$ cat config.mk
export PLATFORM = sky130hd
export DESIGN_NAME = kernel_mac_array
export DESIGN_NICKNAME = d
export VERILOG_FILES = /design/src/cnn_pkg.sv /design/src/kernel_mac_array.sv
export SDC_FILE = /design/constraint.sdc
export NUM_CORES = 2
export LEC_CHECK = 0
export ABC_CLOCK_PERIOD_IN_PS = 10800
export BUFFER_PORTS_ARGS = -buffer_cell sky130_fd_sc_hd__buf_2
export CAP_MARGIN = 10
export CORE_ASPECT_RATIO = 1.25
export CORE_MARGIN = 2
export CORE_UTILIZATION = 55
export DETAILED_ROUTE_END_ITERATION = 8
export PLACE_DENSITY_LB_ADDON = 0.15
export SYNTH_ARGS = -nofsm -noshare
export SYNTH_HDL_FRONTEND = slang
export SYNTH_SLANG_ARGS = --single-unit
$ cat constraint.sdc
create_clock -name vclk -period 10.8
set_clock_uncertainty 0.15 [all_clocks]
set_input_delay 0.54 -clock vclk [all_inputs]
set_output_delay 0.54 -clock vclk [all_outputs]
set_load 0.01 [all_outputs]
$ cat src/cnn_pkg.sv
`default_nettype none

package cnn_pkg;

    // Image geometry
    localparam int IMG_WIDTH    = 8;
    localparam int KERNEL_SIZE  = 3;
    localparam int OUT_WIDTH    = IMG_WIDTH - KERNEL_SIZE + 1;

    // Parallel kernel copies, each owning one column segment
    localparam int NUM_KERNELS  = 2;
    localparam int SEG_WIDTH    = IMG_WIDTH / NUM_KERNELS;

    // Channel counts
    localparam int IN_CHANNELS  = 2;
    localparam int OUT_CHANNELS = 2;

    // Data widths, weights are unsigned fixed point with WEIGHT_Q_SHIFT fraction bits
    localparam int VALUE_BITS     = 8;
    localparam int WEIGHT_BITS    = 8;
    localparam int WEIGHT_Q_SHIFT = 4;
    localparam int PROD_BITS      = VALUE_BITS + WEIGHT_BITS;
    localparam int TAG_WIDTH      = 4;

    // Counter widths
    localparam int COL_IDX_BITS = $clog2(SEG_WIDTH + 1);
    localparam int OCH_IDX_BITS = (OUT_CHANNELS > 1) ? $clog2(OUT_CHANNELS) : 1;
    // Holds KERNEL_SIZE-1, the count at which the window is full
    localparam int ROW_CNT_BITS = $clog2(KERNEL_SIZE);

    // Controller FSM encoding
    localparam int                    STATE_BITS = 2;
    localparam logic [STATE_BITS-1:0] ST_FETCH   = 2'd0;
    localparam logic [STATE_BITS-1:0] ST_COMPUTE = 2'd1;
    localparam logic [STATE_BITS-1:0] ST_WAIT    = 2'd2;

endpackage

`default_nettype wire

$ cat src/kernel_mac_array.sv
`timescale 1ns/100ps
`default_nettype none

module kernel_mac_array (
    // One output channel's kernel, shared by all copies
    input  wire  [cnn_pkg::WEIGHT_BITS-1:0] weights_i [cnn_pkg::IN_CHANNELS]
                                                      [cnn_pkg::KERNEL_SIZE]
                                                      [cnn_pkg::KERNEL_SIZE],
    // Tap windows, one per kernel copy
    input  wire  [cnn_pkg::VALUE_BITS-1:0]  taps_i [cnn_pkg::NUM_KERNELS]
                                                   [cnn_pkg::IN_CHANNELS]
                                                   [cnn_pkg::KERNEL_SIZE]
                                                   [cnn_pkg::KERNEL_SIZE],
    // One result pixel per copy, same cycle
    output logic [cnn_pkg::VALUE_BITS-1:0]  sums_o [cnn_pkg::NUM_KERNELS]
);

    // Unsigned dot product per copy
    always_comb begin
        logic [cnn_pkg::PROD_BITS-1:0]  prod;
        logic [cnn_pkg::PROD_BITS-1:0]  scaled;
        logic [cnn_pkg::VALUE_BITS-1:0] acc;
        prod   = '0;
        scaled = '0;
        acc    = '0;
        for (int k = 0; k < cnn_pkg::NUM_KERNELS; k++) begin
            acc = '0;
            for (int ch = 0; ch < cnn_pkg::IN_CHANNELS; ch++) begin
                for (int dy = 0; dy < cnn_pkg::KERNEL_SIZE; dy++) begin
                    for (int dx = 0; dx < cnn_pkg::KERNEL_SIZE; dx++) begin
                        // Full-width product, no overflow here
                        prod = weights_i[ch][dy][dx] * taps_i[k][ch][dy][dx];
                        // Drop the weight fraction bits per term
                        scaled = prod >> cnn_pkg::WEIGHT_Q_SHIFT;
                        // Accumulator wraps modulo 2**VALUE_BITS
                        acc = acc + scaled[cnn_pkg::VALUE_BITS-1:0];
                    end
                end
            end
            sums_o[k] = acc;
        end
    end

endmodule

`default_nettype wire

Word level (Yosys, flattened, before mapping):

Index checks and enable logic that the tools add are counted.

* bits in latches: 0
* flip-flop bits (word level): 0
* memory bits (writable): 0
* input bits: 432
* output and inout port bits: 16
* memory bits (read-only): 0
* word-level logic and storage cells: 70
* memories: 0

* equality and inequality tests: 0
* bitwise logic cells: 0
* order comparisons: 0
* $mul: 36
* mux-type cells: 0
* shifts and indexed selects: 0
* reduce and logical (&&, ||, !) cells: 0
* div/mod/pow operators: 0
* add/subtract/negate cells: 34

Operators with widths (number)
* $mul 8x8->12: 36
* $add 8x8->8: 34

Depth between registers and ports, before layout:

* word-level depth: 18
* depth in mapped cells: 36
* gate-level depth less buffers: 35

Worst setup path after synthesis:

No wires, ideal clock.

* path kind: input to output
* start: input weights_i[85] (netlist bit)
* end: output sums_o[7] (netlist bit)
* data arrival time: 8.608 ns
* data required time: 10.110 ns
* path buffers: 1
* path slack: 1.502 ns
* stages: 32
* cells stage by stage: clkbuf_1 > nand2_1 > fa_1 > fa_1 > inv_1 > fa_1 > inv_1 > fa_1 > inv_1 > ha_1 > a21boi_0 > nor2_1 > fa_1 > inv_1 > fa_1 > fa_1 > inv_1 > fa_1 > fa_1 > inv_1 > fa_1 > inv_1 > ha_1 > a21o_1 > a21oi_1 > o21bai_1 > a21oi_1 > xnor2_1 > xnor2_1 > xnor2_1 > xnor3_1 > xnor3_1

RTL lines
* start, declared: RTL line kernel_mac_array.sv:6 `input wire [cnn_pkg::WEIGHT_BITS-1:0] weights_i [cnn_pkg::IN_CHANNELS]`
* end, declared: RTL line kernel_mac_array.sv:15 `output logic [cnn_pkg::VALUE_BITS-1:0] sums_o [cnn_pkg::NUM_KERNELS]`

==> flow_metrics.py <==
metrics = {
    "routing": {
        "initialDrtViolationCount": 2650,
        "via_per_inst": 5.24,
        "vias": 47910,
        "ant_nets": 0,
        "drtPass1Iterations": 5,
        "drc": 0,
        "post_drt_wl_per_cell_microns": 20.7,
        "totalWireLength_microns": 189000,
    },
    "setup_path": {
        "worst_ep_required_time_ns": 10.11,
        "cp_max_fo": 16,
        "critPathArrivalTime_ns": 9.57,
        "max_stage_delay_ns": 0.57,
        "crit_type": "primary input to output port",
        "crit_family": "adder cells",
        "crit_slowest_cell": "fa_1",
        "crit_top_cell": "fa_1",
        "cp-start-kind": "primary input",
        "end_kind": "output port",
        "critPathBufInv": 7,
    },
    "min_path": {
        "holdPathEnd": "sums_o[8]",
        "hp-start": "taps_i[153]",
        "hp-class": "primary input to output port",
        "whs_path_depth": 7,
    },
    "floorplanning": {
        "core.rowCount": 138,
        "ioPinCount": 448,
        "core_area_sq_um": 113000,
        "initial_core_util_pct": 55.5,
        "chipHeight_microns": 382,
        "dieArea_sq_um": 117000,
        "die_w_microns": 306,
    },
    "placement": {
        "gp_congestion": 1.01,
        "dpl.hpwl_microns": 170000,
        "preCtsSetupSlack_ns": 0.643,
        "portBuffers": 448,
    },
    "yosys": {
        "synthDistinctLibCells": 41,
        "synth_area_per_cell_sq_um": 8.60,
        "synth.area.top_cells": "fa_1 42%, ha_1 15%, and2_1 13%",
        "synthTopCellsByCount": "1825 x inv_1, 1314 x fa_1, 1265 x and2_1, 780 x nand2_1, 746 x ha_1",
        "synth_warnings": 0,
        "netlist_instances": 7307,
        "synth_nets": 9799,
        "netlist_area_sq_um": 62900,
        "yosys.area.top_type": "fa_1",
        "seq_area_frac_synth_pct": 0,
        "synth.top_cell.area_share_pct": 41.8,
        "synth.most_common_cell": "inv_1",
    },
    "job": {
        "max_cap_viol_count": 0,
    },
    "grt": {
        "grt-ovfl-total": 0,
        "grt_max_degree": 17,
        "grt_util_all_layers_pct": 33.2,
        "grt_pass1_vias": 51327,
        "antenna_found_initial": 51,
        "grt_pass1_wl_microns": 295000,
    },
    "finish": {
        "drive_above_1_share_pct": 6.21,
        "multi_input_area_sq_um": 55500,
        "num-nets-final": 10128,
        "area_growth_pct": 5.98,
        "ff_latch_area_sq_um": 0,
        "clkbuf_count": 0,
        "fillCellCount": 10503,
        "seq_cell_count": 0,
    },
    "timing": {
        "finalWorstSetupSlack_ns": 0.540,
        "period_needed_ns": 10.26,
        "fin_setup_tns_ns": 0,
        "max_freq_ghz": 0.0975,
        "final_max_slew_viol_count": 0,
        "worst_slew_pin_slew_ns": 1.28,
        "rsz0062_at_grt": "false",
        "fin_crit_sh_pct": 95.0,
        "finalSetupViolCount": 0,
        "hold_violations": 0,
        "relSlewSlack_pct": 14.1,
    },
    "clocking": {
        "post_cts_buffers": 0,
        "cts_resized": 0,
        "postCtsHoldBufs": 0,
    },
    "outcome": {
        "outcome": "complete, no violations",
    },
}
[how the worst max path moves through the flow]
stage                  startpoint    endpoint  slack (ns)  cells after the start
finish              weights_i[43]  sums_o[15]        0.54                     32
global route        weights_i[45]   sums_o[7]        0.03                     33
floorplan           weights_i[85]   sums_o[7]        1.50                     32
global placement    weights_i[45]   sums_o[7]        0.72                     33
detailed placement  weights_i[43]  sums_o[15]        0.64                     32
CTS                 weights_i[43]  sums_o[15]        0.59                     32
[metrics by stage]
step | hold slack [ns] | util, % | area [sq um] | cells
2_1_floorplan | 1.69 | - | 62900 | 7307
3_3_place_gp | 2.20 | 58.8 | 66500 | 9104
3_5_place_dp | 2.20 | 58.8 | 66500 | 9104
4_1_cts | 2.20 | 58.8 | 66500 | 9104
5_1_grt | 2.26 | 58.8 | 66600 | 9123
6_report | 2.20 | 58.8 | 66600 | 9139
[layout make-up]
type               count  share of cell area [%]
repair buffers       463                    3.53
inverters           1825                    10.3
multi-input cells   5346                    83.3
well taps           1470                    2.76
diodes                35                   0.131
[cells in the final DEF (no fill, tap or decap), types with 12 or more instances in the layout]
cell type,instances
o21ai_0,98
nor2b_1,59
and2_1,1265
nand2b_1,56
nor2_1,75
fa_1,1314
ha_1,746
buf_4,15
o21bai_1,24
xor2_1,144
nand3_1,12
a21oi_1,159
buf_2,448
nand2_1,780
a21o_1,41
or3_1,28
xnor2_1,421
inv_1,1825
diode_2,35
o21a_1,36
[cell families after synthesis]
logic type	synth area share [%]
fa+ha+maj	56.7
simple gates	19.9
buf+inv	11.7
xor+xnor	8.11
compound gates	3.57
[metal layers]
layer | global-route usage, % | wire (microns) | vias to the layer above
met5 | 0 | 201 | -
met4 | 20.4 | 14700 | 34
met3 | 4.23 | 10100 | 360
met2 | 57.6 | 93000 | 1289
met1 | 39.2 | 71200 | 24240
li1 | - | - | 21987
