==> src/cnn_pkg.sv <==
`default_nettype none

package cnn_pkg;

    // Image geometry
    localparam int IMG_WIDTH    = 8;
    localparam int KERNEL_SIZE  = 3;
    localparam int OUT_WIDTH    = IMG_WIDTH - KERNEL_SIZE + 1;

    // Parallel kernel copies, each owning one column segment
    localparam int NUM_KERNELS  = 2;
    localparam int SEG_WIDTH    = IMG_WIDTH / NUM_KERNELS;

    // Channel counts
    localparam int IN_CHANNELS  = 2;
    localparam int OUT_CHANNELS = 2;

    // Data widths, weights are unsigned fixed point with WEIGHT_Q_SHIFT fraction bits
    localparam int VALUE_BITS     = 8;
    localparam int WEIGHT_BITS    = 8;
    localparam int WEIGHT_Q_SHIFT = 4;
    localparam int PROD_BITS      = VALUE_BITS + WEIGHT_BITS;
    localparam int TAG_WIDTH      = 4;

    // Counter widths
    localparam int COL_IDX_BITS = $clog2(SEG_WIDTH + 1);
    localparam int OCH_IDX_BITS = (OUT_CHANNELS > 1) ? $clog2(OUT_CHANNELS) : 1;
    // Holds KERNEL_SIZE-1, the count at which the window is full
    localparam int ROW_CNT_BITS = $clog2(KERNEL_SIZE);

    // Controller FSM encoding
    localparam int                    STATE_BITS = 2;
    localparam logic [STATE_BITS-1:0] ST_FETCH   = 2'd0;
    localparam logic [STATE_BITS-1:0] ST_COMPUTE = 2'd1;
    localparam logic [STATE_BITS-1:0] ST_WAIT    = 2'd2;

endpackage

`default_nettype wire

==> src/conv_row_ctrl.sv <==
`timescale 1ns/100ps
`default_nettype none

module conv_row_ctrl (
    input  wire                              clock_i,
    input  wire                              reset_i,
    // Input row handshake
    input  wire                              in_row_valid_i,
    input  wire                              in_row_last_i,
    input  wire  [cnn_pkg::TAG_WIDTH-1:0]    in_row_tag_i,
    output logic                             in_row_accept_o,
    // Datapath control
    output logic                             shift_row_o,
    output logic [cnn_pkg::COL_IDX_BITS-1:0] col_idx_o,
    output logic [cnn_pkg::OCH_IDX_BITS-1:0] och_idx_o,
    input  wire  [cnn_pkg::VALUE_BITS-1:0]   sums_i [cnn_pkg::NUM_KERNELS],
    // Output row handshake
    output logic [cnn_pkg::VALUE_BITS-1:0]   out_row_o [cnn_pkg::OUT_WIDTH]
                                                       [cnn_pkg::OUT_CHANNELS],
    output logic                             out_row_valid_o,
    output logic                             out_row_last_o,
    output logic [cnn_pkg::TAG_WIDTH-1:0]    out_row_tag_o,
    input  wire                              out_row_accept_i
);

    // Control state
    logic [cnn_pkg::STATE_BITS-1:0]   state_q;
    logic [cnn_pkg::ROW_CNT_BITS-1:0] row_cnt_q;
    logic [cnn_pkg::COL_IDX_BITS-1:0] col_q;
    logic [cnn_pkg::OCH_IDX_BITS-1:0] och_q;
    logic                             out_valid_q;

    // Output row payload
    logic [cnn_pkg::VALUE_BITS-1:0] out_row_q [cnn_pkg::OUT_WIDTH][cnn_pkg::OUT_CHANNELS];
    logic                           out_last_q;
    logic [cnn_pkg::TAG_WIDTH-1:0]  out_tag_q;

    // Window already holds KERNEL_SIZE-1 rows, next row completes it
    logic window_full;
    logic last_och;
    logic last_col;

    assign window_full = (row_cnt_q == cnn_pkg::KERNEL_SIZE - 1);
    assign last_och    = (och_q == cnn_pkg::OUT_CHANNELS - 1);
    assign last_col    = (col_q == cnn_pkg::SEG_WIDTH - 1);

    // Accept only while fetching, straight from valid
    assign in_row_accept_o = (state_q == cnn_pkg::ST_FETCH) && in_row_valid_i;
    // Buffer loads on the handshake edge
    assign shift_row_o     = in_row_accept_o;
    assign col_idx_o       = col_q;
    assign och_idx_o       = och_q;

    assign out_row_o       = out_row_q;
    assign out_row_valid_o = out_valid_q;
    assign out_row_last_o  = out_last_q;
    assign out_row_tag_o   = out_tag_q;

    // FSM, channel steps fastest, then column
    always_ff @(posedge clock_i) begin
        if (reset_i) begin
            state_q     <= cnn_pkg::ST_FETCH;
            row_cnt_q   <= '0;
            col_q       <= '0;
            och_q       <= '0;
            out_valid_q <= 1'b0;
        end else begin
            case (state_q)
                cnn_pkg::ST_FETCH: begin
                    if (in_row_accept_o) begin
                        col_q <= '0;
                        och_q <= '0;
                        if (window_full) begin
                            state_q <= cnn_pkg::ST_COMPUTE;
                        end else if (in_row_last_i) begin
                            // Image ended before the window filled
                            row_cnt_q <= '0;
                        end else begin
                            row_cnt_q <= row_cnt_q + 1'b1;
                        end
                    end
                end
                cnn_pkg::ST_COMPUTE: begin
                    if (last_och) begin
                        och_q <= '0;
                        if (last_col) begin
                            // Row complete on this edge
                            col_q       <= '0;
                            state_q     <= cnn_pkg::ST_WAIT;
                            out_valid_q <= 1'b1;
                        end else begin
                            col_q <= col_q + 1'b1;
                        end
                    end else begin
                        och_q <= och_q + 1'b1;
                    end
                end
                cnn_pkg::ST_WAIT: begin
                    if (out_row_accept_i) begin
                        out_valid_q <= 1'b0;
                        state_q     <= cnn_pkg::ST_FETCH;
                        // New image starts with an empty window
                        if (out_last_q) begin
                            row_cnt_q <= '0;
                        end
                    end
                end
                default: begin
                    state_q <= cnn_pkg::ST_FETCH;
                end
            endcase
        end
    end

    // Tag, last flag and result pixels
    always_ff @(posedge clock_i) begin
        int pix;
        pix = 0;
        if (in_row_accept_o) begin
            out_tag_q  <= in_row_tag_i;
            out_last_q <= in_row_last_i;
        end
        if (state_q == cnn_pkg::ST_COMPUTE) begin
            for (int k = 0; k < cnn_pkg::NUM_KERNELS; k++) begin
                pix = k * cnn_pkg::SEG_WIDTH + int'(col_q);
                // Columns past OUT_WIDTH overhang the image edge
                if (pix < cnn_pkg::OUT_WIDTH) begin
                    out_row_q[pix][och_q] <= sums_i[k];
                end
            end
        end
    end

    // Pending output row holds every pixel until taken
    for (genvar x = 0; x < cnn_pkg::OUT_WIDTH; x++) begin : g_hold_x
        for (genvar o = 0; o < cnn_pkg::OUT_CHANNELS; o++) begin : g_hold_o
            a_pixel_hold: assert property (@(posedge clock_i) disable iff (reset_i)
                out_valid_q && !out_row_accept_i |=> $stable(out_row_q[x][o]));
        end
    end

    a_row_hold: assert property (@(posedge clock_i) disable iff (reset_i)
        out_valid_q && !out_row_accept_i |=>
            out_valid_q && $stable(out_tag_q) && $stable(out_last_q));

    // One row in flight, so no input while an output row waits
    a_accept_rule: assert property (@(posedge clock_i) disable iff (reset_i)
        in_row_accept_o |-> in_row_valid_i && !out_valid_q);

    a_col_range: assert property (@(posedge clock_i) disable iff (reset_i)
        col_q < cnn_pkg::SEG_WIDTH);

endmodule

`default_nettype wire

==> config.mk <==
export PLATFORM = sky130hd
export DESIGN_NAME = conv_row_ctrl
export DESIGN_NICKNAME = d
export VERILOG_FILES = /design/src/cnn_pkg.sv /design/src/conv_row_ctrl.sv
export SDC_FILE = /design/constraint.sdc
export NUM_CORES = 1
export LEC_CHECK = 0
export BUFFER_PORTS_ARGS = -buffer_cell sky130_fd_sc_hd__clkbuf_2
export CORE_MARGIN = 2
export CORE_UTILIZATION = 30
export DETAILED_ROUTE_END_ITERATION = 8
export PLACE_DENSITY = 0.56
export SYNTH_ARGS = -nofsm -noshare
export SYNTH_HDL_FRONTEND = slang
export SYNTH_SLANG_ARGS = --single-unit
==> constraint.sdc <==
create_clock -name clock_i -period 11.1 [get_ports clock_i]
set_clock_uncertainty 0.2 [all_clocks]
set_input_delay 0.555 -clock clock_i [delete_from_list [all_inputs] [get_ports clock_i]]
set_output_delay 0.555 -clock clock_i [all_outputs]
set_load 0.02 [all_outputs]
Yosys cells after proc, flatten, opt, wreduce, memory -nomap -nowiden

Index checks and enable logic that the tools add are counted.

Bitwise gates (word level): 3
Reduce and logical (&&, ||, !) cells: 13
Order comparisons: 8
Add/sub/neg operators: 4
Equal/unequal tests: 11
Muxes and demuxes: 34

Operators with widths:

| kind                                                                           | count |
|---|---|
| 96-bit 2-to-1 mux                                                              | 3 |
| 96-bit bitwise mux                                                             | 2 |
| 16-bit demux with 3-bit select                                                 | 2 |
| 32-bit by 4-bit >= comparator with 1-bit output (second input constant)        | 2 |
| 32-bit by 1-bit less-than comparator with 1-bit output (second input constant) | 2 |
| 16-bit 2-to-1 mux                                                              | 2 |
| 3-bit NOT with 32-bit output                                                   | 1 |
| 4-bit NOT with 32-bit output                                                   | 1 |
| 2-bit 2-to-1 mux                                                               | 10 |
| 2-bit inequality test (second input constant)                                  | 7 |
| 5-bit AND reduction                                                            | 2 |
| 3-bit 2-to-1 mux                                                               | 3 |
| 8-bit demux with 1-bit select                                                  | 1 |
| 8-bit 2-to-1 mux                                                               | 1 |
| 2-bit one-hot mux with 3 select lines                                          | 1 |
| 3-bit one-hot mux with 2 select lines                                          | 1 |
| 2-bit nonzero test                                                             | 3 |
| 1-bit 2-to-1 mux                                                               | 5 |
| 3-bit by 3-bit adder with 4-bit output (first input constant)                  | 1 |
| 2-bit equality test (second input constant)                                    | 2 |
| 1-bit logical AND                                                              | 4 |
| 4-bit by 3-bit less-than comparator with 1-bit output (second input constant)  | 1 |
| 1-bit one-hot mux with 2 select lines                                          | 2 |
| 2-bit one-hot mux with 2 select lines                                          | 1 |
| other kinds (13)                                                               | 13 |

Flip-flop bits (word level): 110
Output and inout port bits: 108
Logic and storage cells: 92
Input port bits: 25

Depth between registers and ports, before layout

Depth after elaboration: 12
Mapped depth: 6
Mapped depth without buffers: 5

Worst setup path before layout

No wires, ideal clock.

Path kind: reg2reg
Start point: register state_q[1] (netlist bit)
End point: register col_q, in the netlist col_idx_o[0]
Clock period less this slack: 5.843 ns
Buffers on the path: 1
Data required time: 10.797 ns
Data arrival time: 5.539 ns
Slack: 5.257 ns
Cell stages (with the launch flop): 5
Setup time: 0.103 ns
Cell sequence: dfxtp_1 clkbuf_1 nor2b_1 o211ai_1 o31ai_1

Cells in the longest elaborated chain, start to end: 4
Elaborated cells between the ends (all ways): 8
Classes of those cells: eq/ne: 3; mux: 1; reduce/logical: 4

RTL lines:

| item                                   | line                                     | RTL |
|---|---|---|
| start: declaration                     | conv_row_ctrl.sv:27                      | `logic [cnn_pkg::STATE_BITS-1:0] state_q;` |
| start signal: assignment               | conv_row_ctrl.sv:62                      | `state_q <= cnn_pkg::ST_FETCH;` |
| start signal: assignment               | conv_row_ctrl.sv:74                      | `state_q <= cnn_pkg::ST_COMPUTE;` |
| start signal: assignment               | conv_row_ctrl.sv:89                      | `state_q <= cnn_pkg::ST_WAIT;` |
| 2-bit logical NOT                      | conv_row_ctrl.sv:48, conv_row_ctrl.sv:68 |  |
| 1-bit logical AND                      | conv_row_ctrl.sv:48                      | `assign in_row_accept_o = (state_q == cnn_pkg::ST_FETCH) && in_row_valid_i;` |
| 2-bit inequality test (no source line) | -                                        |  |
| 3-bit AND reduction (no source line)   | -                                        |  |
| end signal: assignment                 | conv_row_ctrl.sv:92                      | `col_q <= col_q + 1'b1;` |
| end: declaration                       | conv_row_ctrl.sv:29                      | `logic [cnn_pkg::COL_IDX_BITS-1:0] col_q;` |

Parallel ways exist; a longest one is shown, timed or not.
A chain may end at the register's enable or synchronous reset.

Final worst setup path

Start point: register och_q, in the netlist och_idx_o
End point: register out_row_q, in the netlist out_row_o[84], data pin

Cells in the longest elaborated chain, start to end: 12
Elaborated cells between the ends (all ways): 15
Classes of those cells: order compare: 2; mux: 11; bitwise: 1; reduce/logical: 1

RTL lines:

| item                                                                                                               | line                 | RTL |
|---|---|---|
| start: declaration                                                                                                 | conv_row_ctrl.sv:30  | `logic [cnn_pkg::OCH_IDX_BITS-1:0] och_q;` |
| start signal: assignment                                                                                           | conv_row_ctrl.sv:95  | `och_q <= och_q + 1'b1;` |
| 1-bit NOT with 2-bit output (implied by the code) *                                                                | conv_row_ctrl.sv:128 | `out_row_q[pix][och_q] <= sums_i[k];` |
| 2-bit >= comparator (implied by the code) or 2-bit by 1-bit less-than comparator with 1-bit output (tied branches) | conv_row_ctrl.sv:128 |  |
| 1-bit logical AND (implied by the code)                                                                            | conv_row_ctrl.sv:128 |  |
| 8-bit 2-to-1 mux (implied by the code)                                                                             | conv_row_ctrl.sv:128 |  |
| 8-bit demux with 1-bit select *                                                                                    | conv_row_ctrl.sv:128 |  |
| 16-bit 2-to-1 mux (implied by the code)                                                                            | conv_row_ctrl.sv:128 |  |
| 16-bit demux with 3-bit select                                                                                     | conv_row_ctrl.sv:128 |  |
| 96-bit bitwise mux                                                                                                 | conv_row_ctrl.sv:128 |  |
| 96-bit 2-to-1 mux                                                                                                  | conv_row_ctrl.sv:127 | `if (pix < cnn_pkg::OUT_WIDTH) begin` |
| 96-bit 2-to-1 mux                                                                                                  | conv_row_ctrl.sv:123 | `if (state_q == cnn_pkg::ST_COMPUTE) begin` |
| 96-bit bitwise mux                                                                                                 | conv_row_ctrl.sv:128 |  |
| 96-bit 2-to-1 mux *                                                                                                | conv_row_ctrl.sv:127 |  |
| end signal: indexed assignment                                                                                     | conv_row_ctrl.sv:128 |  |
| end: declaration                                                                                                   | conv_row_ctrl.sv:34  | `logic [cnn_pkg::VALUE_BITS-1:0] out_row_q [cnn_pkg::OUT_WIDTH][cnn_pkg::OUT_CHANNELS];` |

Mark *: on every way between the ends. The rest lies on a longest branch, timed or not. The select of a mux whose other input is x is not followed.

==> flow_summary.json <==
{
  "status": "complete, no violations",
  "crit_path_end_kind": "flip-flop",
  "synth-compound-area-share_pct": 9.43,
  "dieHeight_um": 134,
  "ys_ff_latch": 110,
  "worst_pin_slew_ps": 1170,
  "min_path_type": "input pin to flip-flop",
  "coreArea_um2": 16500,
  "post-place-ws_ps": 8290,
  "rsz0062_at_grt": "no",
  "drive_gt1_share_pct": 47.8,
  "cts_resized": 0,
  "n_fill_cell": 1587,
  "antenna_found_initial": 0,
  "drt-initial-drc-count": 324,
  "min_path_cells": 1,
  "cts_buffers": 9,
  "cts_tree": "built",
  "dp_hpwl_um": 9290,
  "boundaryPins": 133,
  "cts-root-buf": "clkbuf_16",
  "die_w_um": 134,
  "synthesis.area_per_instance_um2": 14.1,
  "port_buffers": 132,
  "start_kind": "flip-flop",
  "syn_nets": 386,
  "ant_nets": 0,
  "worstPathRequired_ps": 11000,
  "crit_path_max_fanout": 24,
  "insertion_delay_ps": 350,
  "final_common_cell": "clkbuf_2",
  "drv_slew": 0,
  "slew_headroom_pct": 21.5,
  "min_from": "in_row_tag_i[3]",
  "worstPathCellList": "nor4b_4 > mux2_2",
  "max_freq_mhz": 349,
  "fin_hold_ws_ps": 176,
  "cp.arrival_ps": 2760,
  "fin_crit_sh_pct": 25.8,
  "synth_xor_area_share_pct": 0.173,
  "synth_top_family_by_area": "multiplexers",
  "synthSimpleGateAreaFrac_pct": 8.86,
  "wl_per_cell_um": 19.4,
  "synth_area_um2": 5070,
  "grt_usage_pct": 15.1,
  "clk_pin_slew_ps": 70,
  "max_cap_viol_count": 0,
  "muxShareOfSynthArea_pct": 14.4,
  "r2r-end": "out_row_o[84]",
  "grt_pass1_vias": 3372,
  "cts_buffer_depth": 2,
  "synth_cell_types": 40,
  "drc": 0,
  "placed_cell_area_um2": 5950,
  "finalSetupTns_ps": 0,
  "yosys_warnings": 0,
  "grt_max_degree": 54,
  "setup_viol": 0,
  "path_delay_family": "simple AND/OR/NAND/NOR gates",
  "hold_viol_final": 0,
  "cp.buffers_inverters": 0,
  "reg2reg_depth": 2,
  "syn2layout_area_growth_pct": 23.1,
  "cpPeakStageDelay_ps": 1080,
  "initial_core_util_pct": 30.7,
  "routed_via_density": 5.07,
  "vdd_drop_max_mv": 0.0666,
  "routabilityCongestion": 0.807,
  "dr.pass1.iters": 6,
  "layout.nets": 501,
  "post_cts_buffers": 0,
  "post-route-cell-area_um2": 6240,
  "synth_fa_ha_area_share_pct": 0.494,
  "drt_wl_total_um": 13600,
  "diodes": 0,
  "reg2reg_from": "och_idx_o",
  "holdPathEnd": "out_row_tag_o[3]",
  "fp-row-count": 47,
  "mostFrequentLayoutCells": "clkbuf_2, edfxtp_1, mux2_2",
  "cts_hold_buf": 0,
  "min_period_ps": 2860,
  "vias": 3542,
  "rrSetupSlack_ps": 8240,
  "cellLeakagePower_uw": 0.00229,
  "clkSinkCount": 110,
  "grt_pass1_wl_um": 20500,
  "gr-total-overflow": 0,
  "slowest_stage": "nor4b_4",
  "h-tree-depth": 3,
  "syn-instance-count": 359,
  "critical_path_class": "flip-flop to flip-flop",
  "setup_ws_ps": 8240,
  "power_density_nw_per_um2": 130,
  "yosysSeqAreaShare_pct": 63.4,
  "dieArea_um2": 17900
}
[registers in the layout, summed over array words and instances (netlist names)]
signal and cells:
out_row_valid_o 1, out_row_tag_o 4, out_row_last_o 1, col_idx_o 3, out_row_o 96, och_idx_o 1
row_cnt_q 2, state_q 2
[power breakdown]
group          switching [uW]  leakage [uW]  internal (uW)
Sequential               2.50      0.000986            452
Combinational            24.2       0.00116           11.9
Clock                     146      0.000143            174
[stage by stage]
step	cells	power, uW	util, %
finish	699	811	37.8
global route	699	839	37.8
floorplan	359	483	-
CTS	699	821	37.8
global placement	683	500	36.0
detailed placement	683	501	36.0
[Yosys cell counts, drive strengths merged]
library cell,count,area (um2)
or4b,3,33.8
nor4,1,12.5
ha,2,25.0
mux2,64,721
mux2i,1,10.0
o21ai,35,175
nor3,3,20.0
a21oi,3,15.0
and3,1,6.26
nand3,1,5.00
nor4bb,3,30.0
nand2b,1,6.26
and3b,1,8.76
o211ai,1,7.51
nor2b,2,12.5
nor3b,4,40.0
clkbuf,17,63.8
dfxtp,9,180
nor2,2,7.51
nor4b,4,62.6
a211oi,1,7.51
o21ba,1,10.0
a22oi,33,248
edfxtp,101,3030
buf,17,91.3
xnor2,1,8.76
nand4b,4,35.0
nand3b,2,15.0
nand4bb,2,22.5
o31ai,2,15.0
inv,2,7.51
nand2,35,131
[per-layer routing]
metal	global-route usage [%]	share of wire [%]
met1	20.2	44
met2	23.8	47
met3	3.85	7.1
met4	5.85	1.9
met5	0	0
[area by class of cell]
class	count	area, um2	area share [%]
Sequential cell	110	3210	51.5
Clock inverter	7	65.1	1.04
Inverter	2	7.51	0.120
Tap cell	220	275	4.41
Timing Repair Buffer	138	706	11.3
Multi-Input combinational cell	213	1750	28.0
Clock buffer	9	225	3.61
[worst max-delay path by stage]
stage | startpoint | end | slack [ps] | cells past startpoint
final | och_idx_o | out_row_o[84] | 8240 | 2
after global routing | och_idx_o | out_row_o[84] | 8010 | 2
after CTS | och_idx_o | out_row_o[84] | 8280 | 2
after detailed placement | och_idx_o | out_row_o[86] | 8290 | 2
after global placement | och_idx_o | out_row_o[81] | 8410 | 2
after floorplan | state_q[1] | col_idx_o[0] | 5260 | 4
[cells by family (layout without fill, tap and decap cells)]
kind of cell / after synthesis / in the layout
DFF: 110 / 110
AOI/OAI and AO/OA: 76 / 76
and+or+nand+nor: 69 / 69
muxes: 65 / 65
buffers and inverters: 36 / 156
adders and majority gates: 2 / 2
xor gates and xnor gates: 1 / 1
Note: power is estimated with default switching activity, not from simulation.
