**src/cnn_pkg.sv**
```systemverilog
`default_nettype none

package cnn_pkg;

    // Image geometry
    localparam int IMG_WIDTH    = 8;
    localparam int KERNEL_SIZE  = 3;
    localparam int OUT_WIDTH    = IMG_WIDTH - KERNEL_SIZE + 1;

    // Parallel kernel copies, each owning one column segment
    localparam int NUM_KERNELS  = 2;
    localparam int SEG_WIDTH    = IMG_WIDTH / NUM_KERNELS;

    // Channel counts
    localparam int IN_CHANNELS  = 2;
    localparam int OUT_CHANNELS = 2;

    // Data widths, weights are unsigned fixed point with WEIGHT_Q_SHIFT fraction bits
    localparam int VALUE_BITS     = 8;
    localparam int WEIGHT_BITS    = 8;
    localparam int WEIGHT_Q_SHIFT = 4;
    localparam int PROD_BITS      = VALUE_BITS + WEIGHT_BITS;
    localparam int TAG_WIDTH      = 4;

    // Counter widths
    localparam int COL_IDX_BITS = $clog2(SEG_WIDTH + 1);
    localparam int OCH_IDX_BITS = (OUT_CHANNELS > 1) ? $clog2(OUT_CHANNELS) : 1;
    // Holds KERNEL_SIZE-1, the count at which the window is full
    localparam int ROW_CNT_BITS = $clog2(KERNEL_SIZE);

    // Controller FSM encoding
    localparam int                    STATE_BITS = 2;
    localparam logic [STATE_BITS-1:0] ST_FETCH   = 2'd0;
    localparam logic [STATE_BITS-1:0] ST_COMPUTE = 2'd1;
    localparam logic [STATE_BITS-1:0] ST_WAIT    = 2'd2;

endpackage

`default_nettype wire

```
**src/row_window_buffer.sv**
```systemverilog
`timescale 1ns/100ps
`default_nettype none

module row_window_buffer (
    input  wire                             clock_i,
    // Load strobe, same cycle as the row handshake
    input  wire                             shift_row_i,
    input  wire  [cnn_pkg::VALUE_BITS-1:0]  next_row_i [cnn_pkg::IMG_WIDTH]
                                                       [cnn_pkg::IN_CHANNELS],
    // Horizontal kernel position inside each segment
    input  wire  [cnn_pkg::COL_IDX_BITS-1:0] col_idx_i,
    output logic [cnn_pkg::VALUE_BITS-1:0]  taps_o [cnn_pkg::NUM_KERNELS]
                                                   [cnn_pkg::IN_CHANNELS]
                                                   [cnn_pkg::KERNEL_SIZE]
                                                   [cnn_pkg::KERNEL_SIZE]
);

    // Row 0 is the oldest, row KERNEL_SIZE-1 the newest
    logic [cnn_pkg::VALUE_BITS-1:0] rows_q [cnn_pkg::KERNEL_SIZE]
                                           [cnn_pkg::IMG_WIDTH]
                                           [cnn_pkg::IN_CHANNELS];

    // Vertical shift, whole rows move up one place
    always_ff @(posedge clock_i) begin
        if (shift_row_i) begin
            for (int r = 0; r < cnn_pkg::KERNEL_SIZE - 1; r++) begin
                rows_q[r] <= rows_q[r + 1];
            end
            // New row enters at the bottom
            rows_q[cnn_pkg::KERNEL_SIZE - 1] <= next_row_i;
        end
    end

    // Column-offset mux feeding every kernel copy
    always_comb begin
        int col;
        col = 0;
        for (int k = 0; k < cnn_pkg::NUM_KERNELS; k++) begin
            for (int ch = 0; ch < cnn_pkg::IN_CHANNELS; ch++) begin
                for (int dy = 0; dy < cnn_pkg::KERNEL_SIZE; dy++) begin
                    for (int dx = 0; dx < cnn_pkg::KERNEL_SIZE; dx++) begin
                        // Absolute image column under this tap
                        col = k * cnn_pkg::SEG_WIDTH + int'(col_idx_i) + dx;
                        // Past the right edge the tap reads zero
                        if (col < cnn_pkg::IMG_WIDTH) begin
                            taps_o[k][ch][dy][dx] = rows_q[dy][col][ch];
                        end else begin
                            taps_o[k][ch][dy][dx] = '0;
                        end
                    end
                end
            end
        end
    end

endmodule

`default_nettype wire

```
**config.mk**
```make
export PLATFORM = sky130hd
export DESIGN_NAME = row_window_buffer
export DESIGN_NICKNAME = d
export VERILOG_FILES = /design/src/cnn_pkg.sv /design/src/row_window_buffer.sv
export SDC_FILE = /design/constraint.sdc
export NUM_CORES = 1
export LEC_CHECK = 0
export ABC_CLOCK_PERIOD_IN_PS = 2660
export BUFFER_PORTS_ARGS = -buffer_cell sky130_fd_sc_hd__buf_2
export CAP_MARGIN = 20
export CORE_MARGIN = 2
export CORE_UTILIZATION = 45
export CTS_BUF_LIST = sky130_fd_sc_hd__clkbuf_8
export CTS_CLUSTER_DIAMETER = 40
export DETAILED_ROUTE_END_ITERATION = 10
export PLACE_DENSITY = 0.67
export SLEW_MARGIN = 20
export SYNTH_ARGS = -nofsm -noshare
export SYNTH_HDL_FRONTEND = slang
export SYNTH_SLANG_ARGS = --single-unit
```
**constraint.sdc**
```tcl
create_clock -name clock_i -period 2.66 [get_ports clock_i]
set_clock_uncertainty 0.1 [all_clocks]
set_input_delay 0.133 -clock clock_i [delete_from_list [all_inputs] [get_ports clock_i]]
set_output_delay 0.133 -clock clock_i [all_outputs]
set_load 0.05 [all_outputs]
```
# After elaboration in Yosys (flattened, before gate mapping)

Memories as Yosys holds them, arrays and structs flattened.
Cells that the tools add are included.

Memories: 1
Bits of input ports: 133
RAM bits: 384
Register bits: 0

Memories:

| name   | words | bits a word | rd ports | clocked after Yosys merged registers in | write ports | RTL line                | text |
|---|---|---|---|---|---|---|---|
| rows_q | 3     | 128         | 3        | 0                                       | 3           | row_window_buffer.sv:19 | `logic [cnn_pkg::VALUE_BITS-1:0] rows_q [cnn_pkg::KERNEL_SIZE]` |

Mux-type cells: 92
Bitwise gates (word level): 6
Magnitude comparators: 12
$add $sub $neg: 5

Operators by type and width:

| operator                                                               | number |
|---|---|
| 16-bit binary-select mux with 3-bit select                             | 18 |
| 16-bit 2-to-1 mux                                                      | 36 |
| 8-bit 2-to-1 mux                                                       | 36 |
| 32-bit by 4-bit >= comparator with 1-bit output, second input constant | 6 |
| 32-bit by 5-bit < comparator with 1-bit output, second input constant  | 3 |
| 32-bit NOT                                                             | 3 |
| 4-bit NOT with 32-bit output                                           | 2 |
| 32-bit by 2-bit adder with 32-bit output, second input constant        | 1 |
| 32-bit by 3-bit adder with 32-bit output, second input constant        | 1 |
| 3-bit NOT with 32-bit output                                           | 1 |
| 4-bit < comparator, second input constant                              | 2 |
| 3-bit by 1-bit adder with 4-bit output, second input constant          | 1 |
| 3-bit by 2-bit adder with 4-bit output, second input constant          | 1 |
| 3-bit by 3-bit adder with 4-bit output, first input constant           | 1 |
| 3-bit by 4-bit < comparator with 1-bit output, second input constant   | 1 |
| 1-bit 2-to-1 mux                                                       | 2 |

# Longest topological paths before layout

Gate-level depths: netlist of run 1.

Depth after elaboration: 7
Gate-level depth with buffers: 10

# Worst setup path before layout of run 1

No wires, ideal clock.

Path type: input to output
Start: in col_idx_i[1] (netlist name)
End: out taps_o[0] (netlist name)
Slack: -0.290 ns
Cell stages on the path: 10
Data required time: 2.427 ns
Path buffers: 6
Arrival: 2.717 ns
Cell sequence: buf_2 > inv_4 > buf_2 > clkbuf_1 > ha_1 > buf_2 > buf_2 > buf_2 > mux2i_1 > o21ai_1

RTL lines:

| what               | RTL line                | text |
|---|---|---|
| start: declaration | row_window_buffer.sv:11 | `input wire [cnn_pkg::COL_IDX_BITS-1:0] col_idx_i,` |
| end: declaration   | row_window_buffer.sv:12 | `output logic [cnn_pkg::VALUE_BITS-1:0] taps_o [cnn_pkg::NUM_KERNELS]` |

==> run_results.csv, run 1 <==
group,metric,value,unit
finish,num-fill-cells,3929,
setup_path,cp_max_fo,5,
sta,period_share,0.9269,
routing,ant_nets,0,
finish,finish.net_count,2184,
job,maxCapViolCount,0,
floorplanning,rows,83,
clock_tree,clk_pin_slew_worst_paths,0.06,ns
synth,yosys-mux-area-fraction,0.3680,
finish,final_cell_mix,"buf_2, edfxtp_1, mux4_2, dlygate4sd3_1, nand2_1",
finish,reg_top3,"rows_q x384",
floorplanning,dieWidth,231.4,um
sta,maxSlewViolCount,0,
global_routing,antenna_found_initial,2,
power_and_ir_drop,vdd_drop_max,0.0005986,V
global_routing,grt_max_degree,113,
outcome,status,"finished clean",
setup_path,startpoint_type,"register",
floorplanning,io_pins,421,
setup_path,cp.arrival,2.23,ns
synth,syn_nets,1643,
routing,drt-total-wl,74230,um
setup_path,cp-startpoint,"rows_q[0][313]$_DFFE_PP_",
sta,tightest_slew,0.7687,ns
setup_path,r2r-end,"rows_q[0][185]$_DFFE_PP_",
floorplanning,die_area,53530,sq um
routing,vias,17400,
placement,routabilityCongestion,0.9042,
setup_path,ff2ff_path_depth,0,
routing,drc,0,
setup_path,rrSetupSlack,1.74,ns
setup_path,max_stage_delay,0.51,ns
setup_path,critPathKind,"reg -> out",
synth,synth-edff-count,384,
routing,routed_via_density,6.242,
floorplanning,initial_core_util,0.4544,
synth,ys_types,27,
setup_path,reg2reg_from,"rows_q[0][313]$_DFFE_PP_",
hold_path,min_path_type,"in -> reg",
global_routing,grt_usage,0.2764,
clock_tree,cts.root.buffer_cell,"clkbuf_8",
clock_tree,cts_made_buffers,74,
routing,drt_iter0_markers,1654,
finish,largest_reg_flops,384,
clock_tree,cts_sinks,384,
sta,rsz0062_at_grt,"false",
power_and_ir_drop,powerDensity,657.5,nW/um^2
setup_path,crit_family,"multiplexers",
sta,setup_viol,0,
synth,synth_cells,1506,
synth,yosysSeqAreaShare,0.4957,
synth,synthAdderAreaFrac,0.002151,
setup_path,cp-endpoint,"taps_o[233]",
finish,final_area,29680,sq um
finish,multiInputGateArea,11530,sq um
floorplanning,core_area,51200,sq um
global_routing,grt_pass1_wl,110500,um
synth,synth-main-ff-cell,"edfxtp_1",
clock_tree,post_cts_buffers,0,
routing,drt-pass1-iter-count,7,
sta,fmax,405.6,MHz
sta,holdWs,0.06385,ns
placement,placed_area,26950,sq um
routing,wl_per_cell,26.62,um
finish,regMostFlops,"rows_q",
synth,syn_area,23260,sq um
clock_tree,cts_tree,"built",
sta,period_needed,2.465,ns
placement,port_buffers,420,
finish,layout-drive-gt1-share,0.4618,
finish,final_common_cell,"buf_2",
clock_tree,postCtsResizedCells,0,
placement,hpwl,48400,um
sta,slew_headroom,0.4875,
synth,ys_ff_latch,384,
sta,fin_tns_setup,0,ns
power_and_ir_drop,p_leak,0.01148,uW
clock_tree,cts_max_level,3,
synth,syn_avg_cell_area,15.45,sq um
synth,async_flop_share,0,
synth,yosys.area_share.xor_xnor,0.0003765,
clock_tree,ctsHoldBuffers,129,
setup_path,cp-end-kind,"output pin",
clock_tree,clk_path_buf_depth,3,
synth,yosys.area_share.simple,0.03754,
clock_tree,clock_latency,0.65,ns
synth,yosys_warnings,0,
setup_path,cp_num_buf_inv,1,
global_routing,first_global_vias,17640,
global_routing,grt_overflow,0,
setup_path,cp_cell_sequence,"mux2_4 -> mux4_2 -> buf_2",
finish,seqCellArea,11530,sq um
synth,synth_top_family_by_area,"multiplexers",
setup_path,cp_slowest_cell,"edfxtp_1",
setup_path,required,2.43,ns
floorplanning,die_h,231.4,um
sta,finalHoldViolCount,0,
synth,synth_compound_area_frac,0.06352,
finish,area_growth,27.56,%
setup_path,worst-path-stages,3,
==> report_power, final <==
group / switching (uW) / internal (uW) / total (uW)
Combinational: 3970 / 2200 / 6170
Sequential: 443 / 7190 / 7630
Clock: 2640 / 3070 / 5710
==> worst min path at each step <==
stage / start / endpoint / slack [ns] / cells after the start
after floorplan: next_row_i[0] / rows_q[0][256]$_DFFE_PP_ / 0.13 / 0
after global placement: next_row_i[81] / rows_q[0][337]$_DFFE_PP_ / 0.21 / 1
after detailed placement: next_row_i[77] / rows_q[0][333]$_DFFE_PP_ / 0.21 / 1
after CTS: next_row_i[97] / rows_q[0][353]$_DFFE_PP_ / 0.003 / 2
after global routing: next_row_i[49] / rows_q[0][305]$_DFFE_PP_ / 0.04 / 2
final: next_row_i[33] / rows_q[0][289]$_DFFE_PP_ / 0.06 / 2
==> layout make-up <==
type / instances / area share
multi-input combinational: 978 / 0.3887
timing repair buffer: 607 / 0.1453
antenna: 3 / 0.0002530
clock buffer: 76 / 0.03525
inverter: 2 / 0.0003795
clock inverter: 58 / 0.01290
tap: 680 / 0.02867
sequential: 384 / 0.3886
==> per-layer routing <==
layer,share of wire,global-route usage,vias to the layer above
met5,0,0,-
met4,0.038,0.1210,0
met3,0.078,0.05549,185
met2,0.48,0.4386,961
met1,0.40,0.3708,8925
li1,-,-,7333
==> metrics by stage <==
stage | total power [uW] | instances | utilization | setup slack, ns
detailed placement | 13720 | 2522 | 0.5264 | 0.3191
floorplan | 11960 | 1506 | - | -0.04202
global route | 20210 | 2786 | 0.5795 | 0.1026
global placement | 13650 | 2522 | 0.5264 | 0.3295
CTS | 19590 | 2785 | 0.5795 | 0.1555
finish | 19510 | 2788 | 0.5796 | 0.1945
==> Yosys cell counts, types with 2 or more instances <==
| library cell | instances | area share |
|---|---|---|
| mux2_4 | 15 | 0.0097 |
| mux2_1 | 111 | 0.054 |
| buf_6 | 9 | 0.0044 |
| edfxtp_1 | 384 | 0.50 |
| mux2i_1 | 123 | 0.053 |
| nor3_1 | 22 | 0.0047 |
| buf_2 | 60 | 0.013 |
| nor2_1 | 70 | 0.011 |
| buf_4 | 20 | 0.0065 |
| mux4_2 | 240 | 0.23 |
| nand2b_1 | 2 | 0.00054 |
| mux2_2 | 40 | 0.019 |
| clkbuf_1 | 39 | 0.0063 |
| buf_1 | 14 | 0.0023 |
| nand2_1 | 125 | 0.020 |
| o21ai_1 | 123 | 0.026 |
| ha_1 | 4 | 0.0022 |
| a22o_1 | 96 | 0.036 |
==> logic make-up (layout without fill, tap and decap cells) <==
| group | after synthesis | in the layout |
|---|---|---|
| AOI/OAI and AO/OA | 222 | 222 |
| xor gates and xnor gates | 1 | 1 |
| adders and majority gates | 4 | 4 |
| buffers and inverters | 144 | 743 |
| DFF | 384 | 384 |
| muxes | 529 | 529 |
| other | 0 | 3 |
| and+or+nand+nor | 222 | 222 |
(Power assumes the default switching activity.)
==> run 2: changes to the inputs <==
--- a/config.mk
+++ b/config.mk
@@ -9,11 +9,11 @@
 export BUFFER_PORTS_ARGS = -buffer_cell sky130_fd_sc_hd__buf_2
 export CAP_MARGIN = 20
 export CORE_MARGIN = 2
-export CORE_UTILIZATION = 45
+export CORE_UTILIZATION = 53
 export CTS_BUF_LIST = sky130_fd_sc_hd__clkbuf_8
 export CTS_CLUSTER_DIAMETER = 40
 export DETAILED_ROUTE_END_ITERATION = 10
-export PLACE_DENSITY = 0.67
+export PLACE_DENSITY = 0.76
 export SLEW_MARGIN = 20
 export SYNTH_ARGS = -nofsm -noshare
 export SYNTH_HDL_FRONTEND = slang
==> run_results.csv, run 2 (same netlist as run 1, synthesis figures left out) <==
group,metric,value,unit
finish,regMostFlops,"rows_q",
outcome,status,"finished clean",
setup_path,cp-end-kind,"output pin",
clock_tree,clock_latency,0.64,ns
finish,layout-drive-gt1-share,0.4639,
placement,routabilityCongestion,0.9061,
power_and_ir_drop,pwr-share-seq,0.392,
global_routing,grt_overflow,0,
routing,vias,17570,
placement,hpwl,47140,um
clock_tree,clk_path_buf_depth,3,
clock_tree,cts_max_level,3,
floorplanning,io_pins,421,
finish,final_common_cell,"buf_2",
routing,wl_per_cell,27.07,um
routing,ant_nets,0,
finish,reg_top3,"rows_q x384",
sta,holdWs,0.07678,ns
sta,fmax,409.2,MHz
placement,dp_cells,2427,
sta,setup_viol,0,
global_routing,first_global_vias,17920,
sta,period_needed,2.444,ns
setup_path,startpoint_type,"register",
global_routing,antenna_found_initial,0,
sta,maxSlewViolCount,0,
clock_tree,postCtsResizedCells,0,
power_and_ir_drop,clkPwrFrac,0.293,
floorplanning,initial_core_util,0.5389,
finish,largest_reg_flops,384,
routing,drc,0,
sta,period_share,0.9187,
clock_tree,cts_tree,"built",
setup_path,cp_cell_sequence,"mux2_1 -> mux4_2 -> buf_2",
routing,drt_iter0_markers,2038,
global_routing,grt_max_degree,92,
setup_path,critPathKind,"reg -> out",
clock_tree,cts_sinks,384,
floorplanning,rows,76,
finish,final_cells,2691,
hold_path,min_path_type,"in -> reg",
floorplanning,core_area,43170,sq um
clock_tree,cts_made_buffers,76,
setup_path,cp.arrival,2.21,ns
sta,rsz0062_at_grt,"false",
global_routing,grt_pass1_wl,108400,um
placement,port_buffers,420,
power_and_ir_drop,p_sw_frac,0.3653,
global_routing,grt_usage,0.3204,
finish,diodes,0,
power_and_ir_drop,vdd_drop_max,0.0005385,V
sta,slew_headroom,0.4737,
finish,num-fill-cells,2883,
floorplanning,dieWidth,213.5,um
clock_tree,clk_pin_slew_worst_paths,0.06,ns
finish,multiInputGateArea,11530,sq um
setup_path,cp_max_fo,5,
routing,drt-total-wl,72840,um
routing,drt-pass1-iter-count,5,
sta,layout_setup_ws,0.2164,ns
setup_path,required,2.43,ns
clock_tree,cts.root.buffer_cell,"clkbuf_8",
floorplanning,die_area,45580,sq um
finish,seqCellArea,11530,sq um
routing,routed_via_density,6.530,
power_and_ir_drop,p_total,19480,uW
power_and_ir_drop,p_leak,0.01147,uW
sta,tightest_slew,0.7894,ns
placement,post-place-ws,0.3541,ns
floorplanning,die_h,213.5,um
finish,finish.net_count,2186,
power_and_ir_drop,powerDensity,660.9,nW/um^2
job,maxCapViolCount,0,
finish,final_cell_mix,"buf_2, edfxtp_1, mux4_2, dlygate4sd3_1, nand2_1",
sta,fin_tns_setup,0,ns
setup_path,max_stage_delay,0.53,ns
finish,area_growth,26.70,%
setup_path,cp_slowest_cell,"edfxtp_1",
power_and_ir_drop,p_comb_frac,0.315,
power_and_ir_drop,p_sw,7116,uW
sta,finalHoldViolCount,0,
power_and_ir_drop,p_int,12360,uW
run 2: metrics by stage:
step / utilization / area, sq um
finish: 0.6827 / 29470
global route: 0.6827 / 29470
CTS: 0.6827 / 29470
detailed placement: 0.6198 / 26760
global placement: 0.6198 / 26760
floorplan: - / 23740
run 2: layer usage:
metal	track usage	vias to the layer above	share of wire
met2	0.5012	1173	0.48
met3	0.07835	224	0.098
li1	-	7309	-
met1	0.4272	8866	0.38
met5	0	-	0
met4	0.1489	0	0.042
run 2: worst paths after layout:
kind	endpoint	from	depth (start not counted)	slack [ns]
worst max-delay path	taps_o[232]	rows_q[0][376]$_DFFE_PP_	3	0.22
worst min-delay path	rows_q[0][301]$_DFFE_PP_	next_row_i[45]	2	0.08
worst max register to register	rows_q[0][248]$_DFFE_PP_	rows_q[0][376]$_DFFE_PP_	0	1.72
worst min register to register	rows_q[0][79]$_DFFE_PP_	rows_q[0][207]$_DFFE_PP_	0	0.38
run 2: power by group through the flow:
stage / clock [uW] / combinational (uW) / sequential (uW)
2_1_floorplan: 0 / 4440 / 7520
3_3_place_gp: 0 / 5870 / 7700
3_5_place_dp: 0 / 5930 / 7730
4_1_cts: 5770 / 6100 / 7610
5_1_grt: 6030 / 6380 / 7680
6_report: 5700 / 6140 / 7640
run 2: timing repair:
action / 4_1_cts / 5_1_grt
hold endpoints to repair: 185 / 0
buffers inserted: 0 / 0
hold buffers: 129 / 0
run 2: critical path, delay by kind of cell (launching register included):
kind                   cells  cell delay [ns]
DFF                        1             0.53
muxes                      2             0.78
buffers and inverters      1             0.23
run 2: cell type report:
cell class                      count  area share
Timing Repair Buffer              607      0.1438
Clock inverter                     59     0.01290
Sequential cell                   384      0.3912
Multi-Input combinational cell    978      0.3913
Clock buffer                       76     0.03549
Inverter                            2   0.0003821
Tap cell                          585     0.02483
==> run 3: changes to the inputs <==
--- a/config.mk
+++ b/config.mk
@@ -5,7 +5,7 @@
 export SDC_FILE = /design/constraint.sdc
 export NUM_CORES = 1
 export LEC_CHECK = 0
-export ABC_CLOCK_PERIOD_IN_PS = 2660
+export ABC_CLOCK_PERIOD_IN_PS = 2800
 export BUFFER_PORTS_ARGS = -buffer_cell sky130_fd_sc_hd__buf_2
 export CAP_MARGIN = 20
 export CORE_MARGIN = 2
==> constraint.sdc (replaced) <==
create_clock -name clock_i -period 2.8 [get_ports clock_i]
set_clock_uncertainty 0.1 [all_clocks]
set_input_delay 0.14 -clock clock_i [delete_from_list [all_inputs] [get_ports clock_i]]
set_output_delay 0.14 -clock clock_i [all_outputs]
set_load 0.05 [all_outputs]
==> run_results.csv, run 3 (same netlist as run 1, synthesis figures left out) <==
group,metric,value,unit
job,maxCapViolCount,0,
sta,maxSlewViolCount,0,
routing,drc,0,
finish,final_common_cell,"buf_2",
global_routing,first_global_vias,17800,
placement,dp_cells,2433,
placement,hpwl,46440,um
setup_path,cp_num_buf_inv,4,
finish,regMostFlops,"rows_q",
setup_path,crit_family,"buffers and inverters",
sta,period_needed,2.530,ns
finish,reg_top3,"rows_q x384",
setup_path,cp_common_cell,"buf_4",
global_routing,antenna_found_initial,0,
finish,final_cells,2693,
setup_path,cp.arrival,2.29,ns
setup_path,cp-startpoint,"col_idx_i[2]",
clock_tree,cts_tree,"built",
global_routing,grt_usage,0.3164,
clock_tree,cts_made_buffers,74,
setup_path,cp_max_fo,19,
clock_tree,clk_path_buf_depth,3,
setup_path,critPathKind,"in -> out",
clock_tree,cts_max_level,3,
sta,tightest_slew,0.7846,ns
clock_tree,post_cts_buffers,0,
sta,finalHoldViolCount,0,
routing,ant_nets,0,
setup_path,required,2.56,ns
setup_path,ff2ff_path_depth,0,
finish,final_cell_mix,"buf_2, edfxtp_1, mux4_2, dlygate4sd3_1, nand2_1",
floorplanning,die_area,45580,sq um
routing,drt-pass1-iter-count,5,
setup_path,cp_cell_sequence,"buf_4 -> clkinv_2 -> ha_4 -> buf_4 -> mux4_2 -> nand2_1 -> o21ai_2 -> buf_2",
global_routing,grt_pass1_wl,107100,um
placement,port_buffers,420,
finish,seqCellArea,11530,sq um
floorplanning,rows,76,
finish,multiInputGateArea,11320,sq um
power_and_ir_drop,pwr-share-seq,0.395,
setup_path,cp-endpoint,"taps_o[244]",
routing,routed_via_density,6.583,
sta,rsz0062_at_grt,"false",
power_and_ir_drop,p_total,18360,uW
finish,num-fill-cells,2983,
routing,wl_per_cell,26.86,um
setup_path,cp_slowest_cell,"ha_4",
sta,fin_tns_setup,0,ns
routing,vias,17730,
power_and_ir_drop,p_comb_frac,0.315,
finish,finish.net_count,2190,
power_and_ir_drop,vdd_drop_max,0.0005190,V
routing,drt-total-wl,72340,um
setup_path,startpoint_type,"input pin",
power_and_ir_drop,p_int,11680,uW
setup_path,reg2reg_from,"rows_q[0][372]$_DFFE_PP_",
floorplanning,initial_core_util,0.5389,
floorplanning,die_h,213.5,um
placement,routabilityCongestion,0.8819,
finish,largest_reg_flops,384,
finish,layout-drive-gt1-share,0.4568,
clock_tree,cts_sinks,384,
finish,area_growth,25.86,%
setup_path,max_stage_delay,0.52,ns
power_and_ir_drop,p_sw_frac,0.3640,
power_and_ir_drop,powerDensity,627.2,nW/um^2
global_routing,grt_overflow,0,
outcome,status,"finished clean",
floorplanning,dieWidth,213.5,um
finish,final_area,29280,sq um
setup_path,r2r-end,"rows_q[0][244]$_DFFE_PP_",
clock_tree,clock_latency,0.66,ns
global_routing,grt_max_degree,101,
clock_tree,cts.root.buffer_cell,"clkbuf_8",
routing,drt_iter0_markers,2305,
clock_tree,clk_pin_slew_worst_paths,0.07,ns
sta,fmax,395.2,MHz
sta,slew_headroom,0.4769,
power_and_ir_drop,clkPwrFrac,0.290,
sta,period_share,0.9037,
sta,setup_viol,0,
setup_path,cp-end-kind,"output pin",
floorplanning,io_pins,421,
finish,fin_util,0.6782,
power_and_ir_drop,p_sw,6684,uW
placement,placed_area,26600,sq um
setup_path,worst-path-stages,8,
floorplanning,core_area,43170,sq um
power_and_ir_drop,p_leak,0.01140,uW
hold_path,min_path_type,"in -> reg",
setup_path,rrSetupSlack,1.88,ns
run 3: area by class of cell:
| type | count | share of cell area |
|---|---|---|
| Inverter | 2 | 0.0003846 |
| Sequential cell | 384 | 0.3938 |
| Tap cell | 585 | 0.02500 |
| Clock buffer | 75 | 0.03525 |
| Timing Repair Buffer | 613 | 0.1466 |
| Multi-Input combinational cell | 978 | 0.3868 |
| Antenna cell | 2 | 0.0001709 |
| Clock inverter | 54 | 0.01201 |
run 3: how the worst min path moves through the flow:
stage                     cells after the start                  endpoint  slack [ns]           start
after global routing                          2  rows_q[0][321]$_DFFE_PP_        0.04  next_row_i[65]
after global placement                        1  rows_q[0][337]$_DFFE_PP_        0.22  next_row_i[81]
after detailed placement                      1  rows_q[0][307]$_DFFE_PP_        0.22  next_row_i[51]
after floorplan                               0  rows_q[0][256]$_DFFE_PP_        0.14   next_row_i[0]
after CTS                                     2  rows_q[0][286]$_DFFE_PP_        0.04  next_row_i[30]
final                                         2  rows_q[0][321]$_DFFE_PP_        0.08  next_row_i[65]
run 3: metrics by stage:
step,setup WS (ns),hold slack [ns]
after floorplan,0.01349,0.1389
after global placement,0.3141,0.2159
after detailed placement,0.2678,0.2181
after CTS,0.2547,0.03956
after global routing,0.1503,0.04280
final,0.2698,0.08426
run 3: repair_timing:
item,CTS,global route
hold buffers,129,0
setup endpoints to repair,0,0
hold endpoints to repair,191,0
resized for setup,0,0
run 3: metal layers:
metal | GRT usage | wire length (um) | vias to the layer above
li1 | - | - | 7322
met1 | 0.4202 | 27310 | 8953
met2 | 0.4961 | 34780 | 1207
met3 | 0.07513 | 7111 | 246
met4 | 0.1523 | 3145 | 0
met5 | 0 | 0 | -
run 3: power by group through the flow:
stage	Combinational, uW	Clock, uW	Sequential [uW]
2_1_floorplan	4160	0	7150
5_1_grt	6020	5650	7280
4_1_cts	5750	5390	7220
3_3_place_gp	5530	0	7300
3_5_place_dp	5580	0	7340
6_report	5780	5330	7250
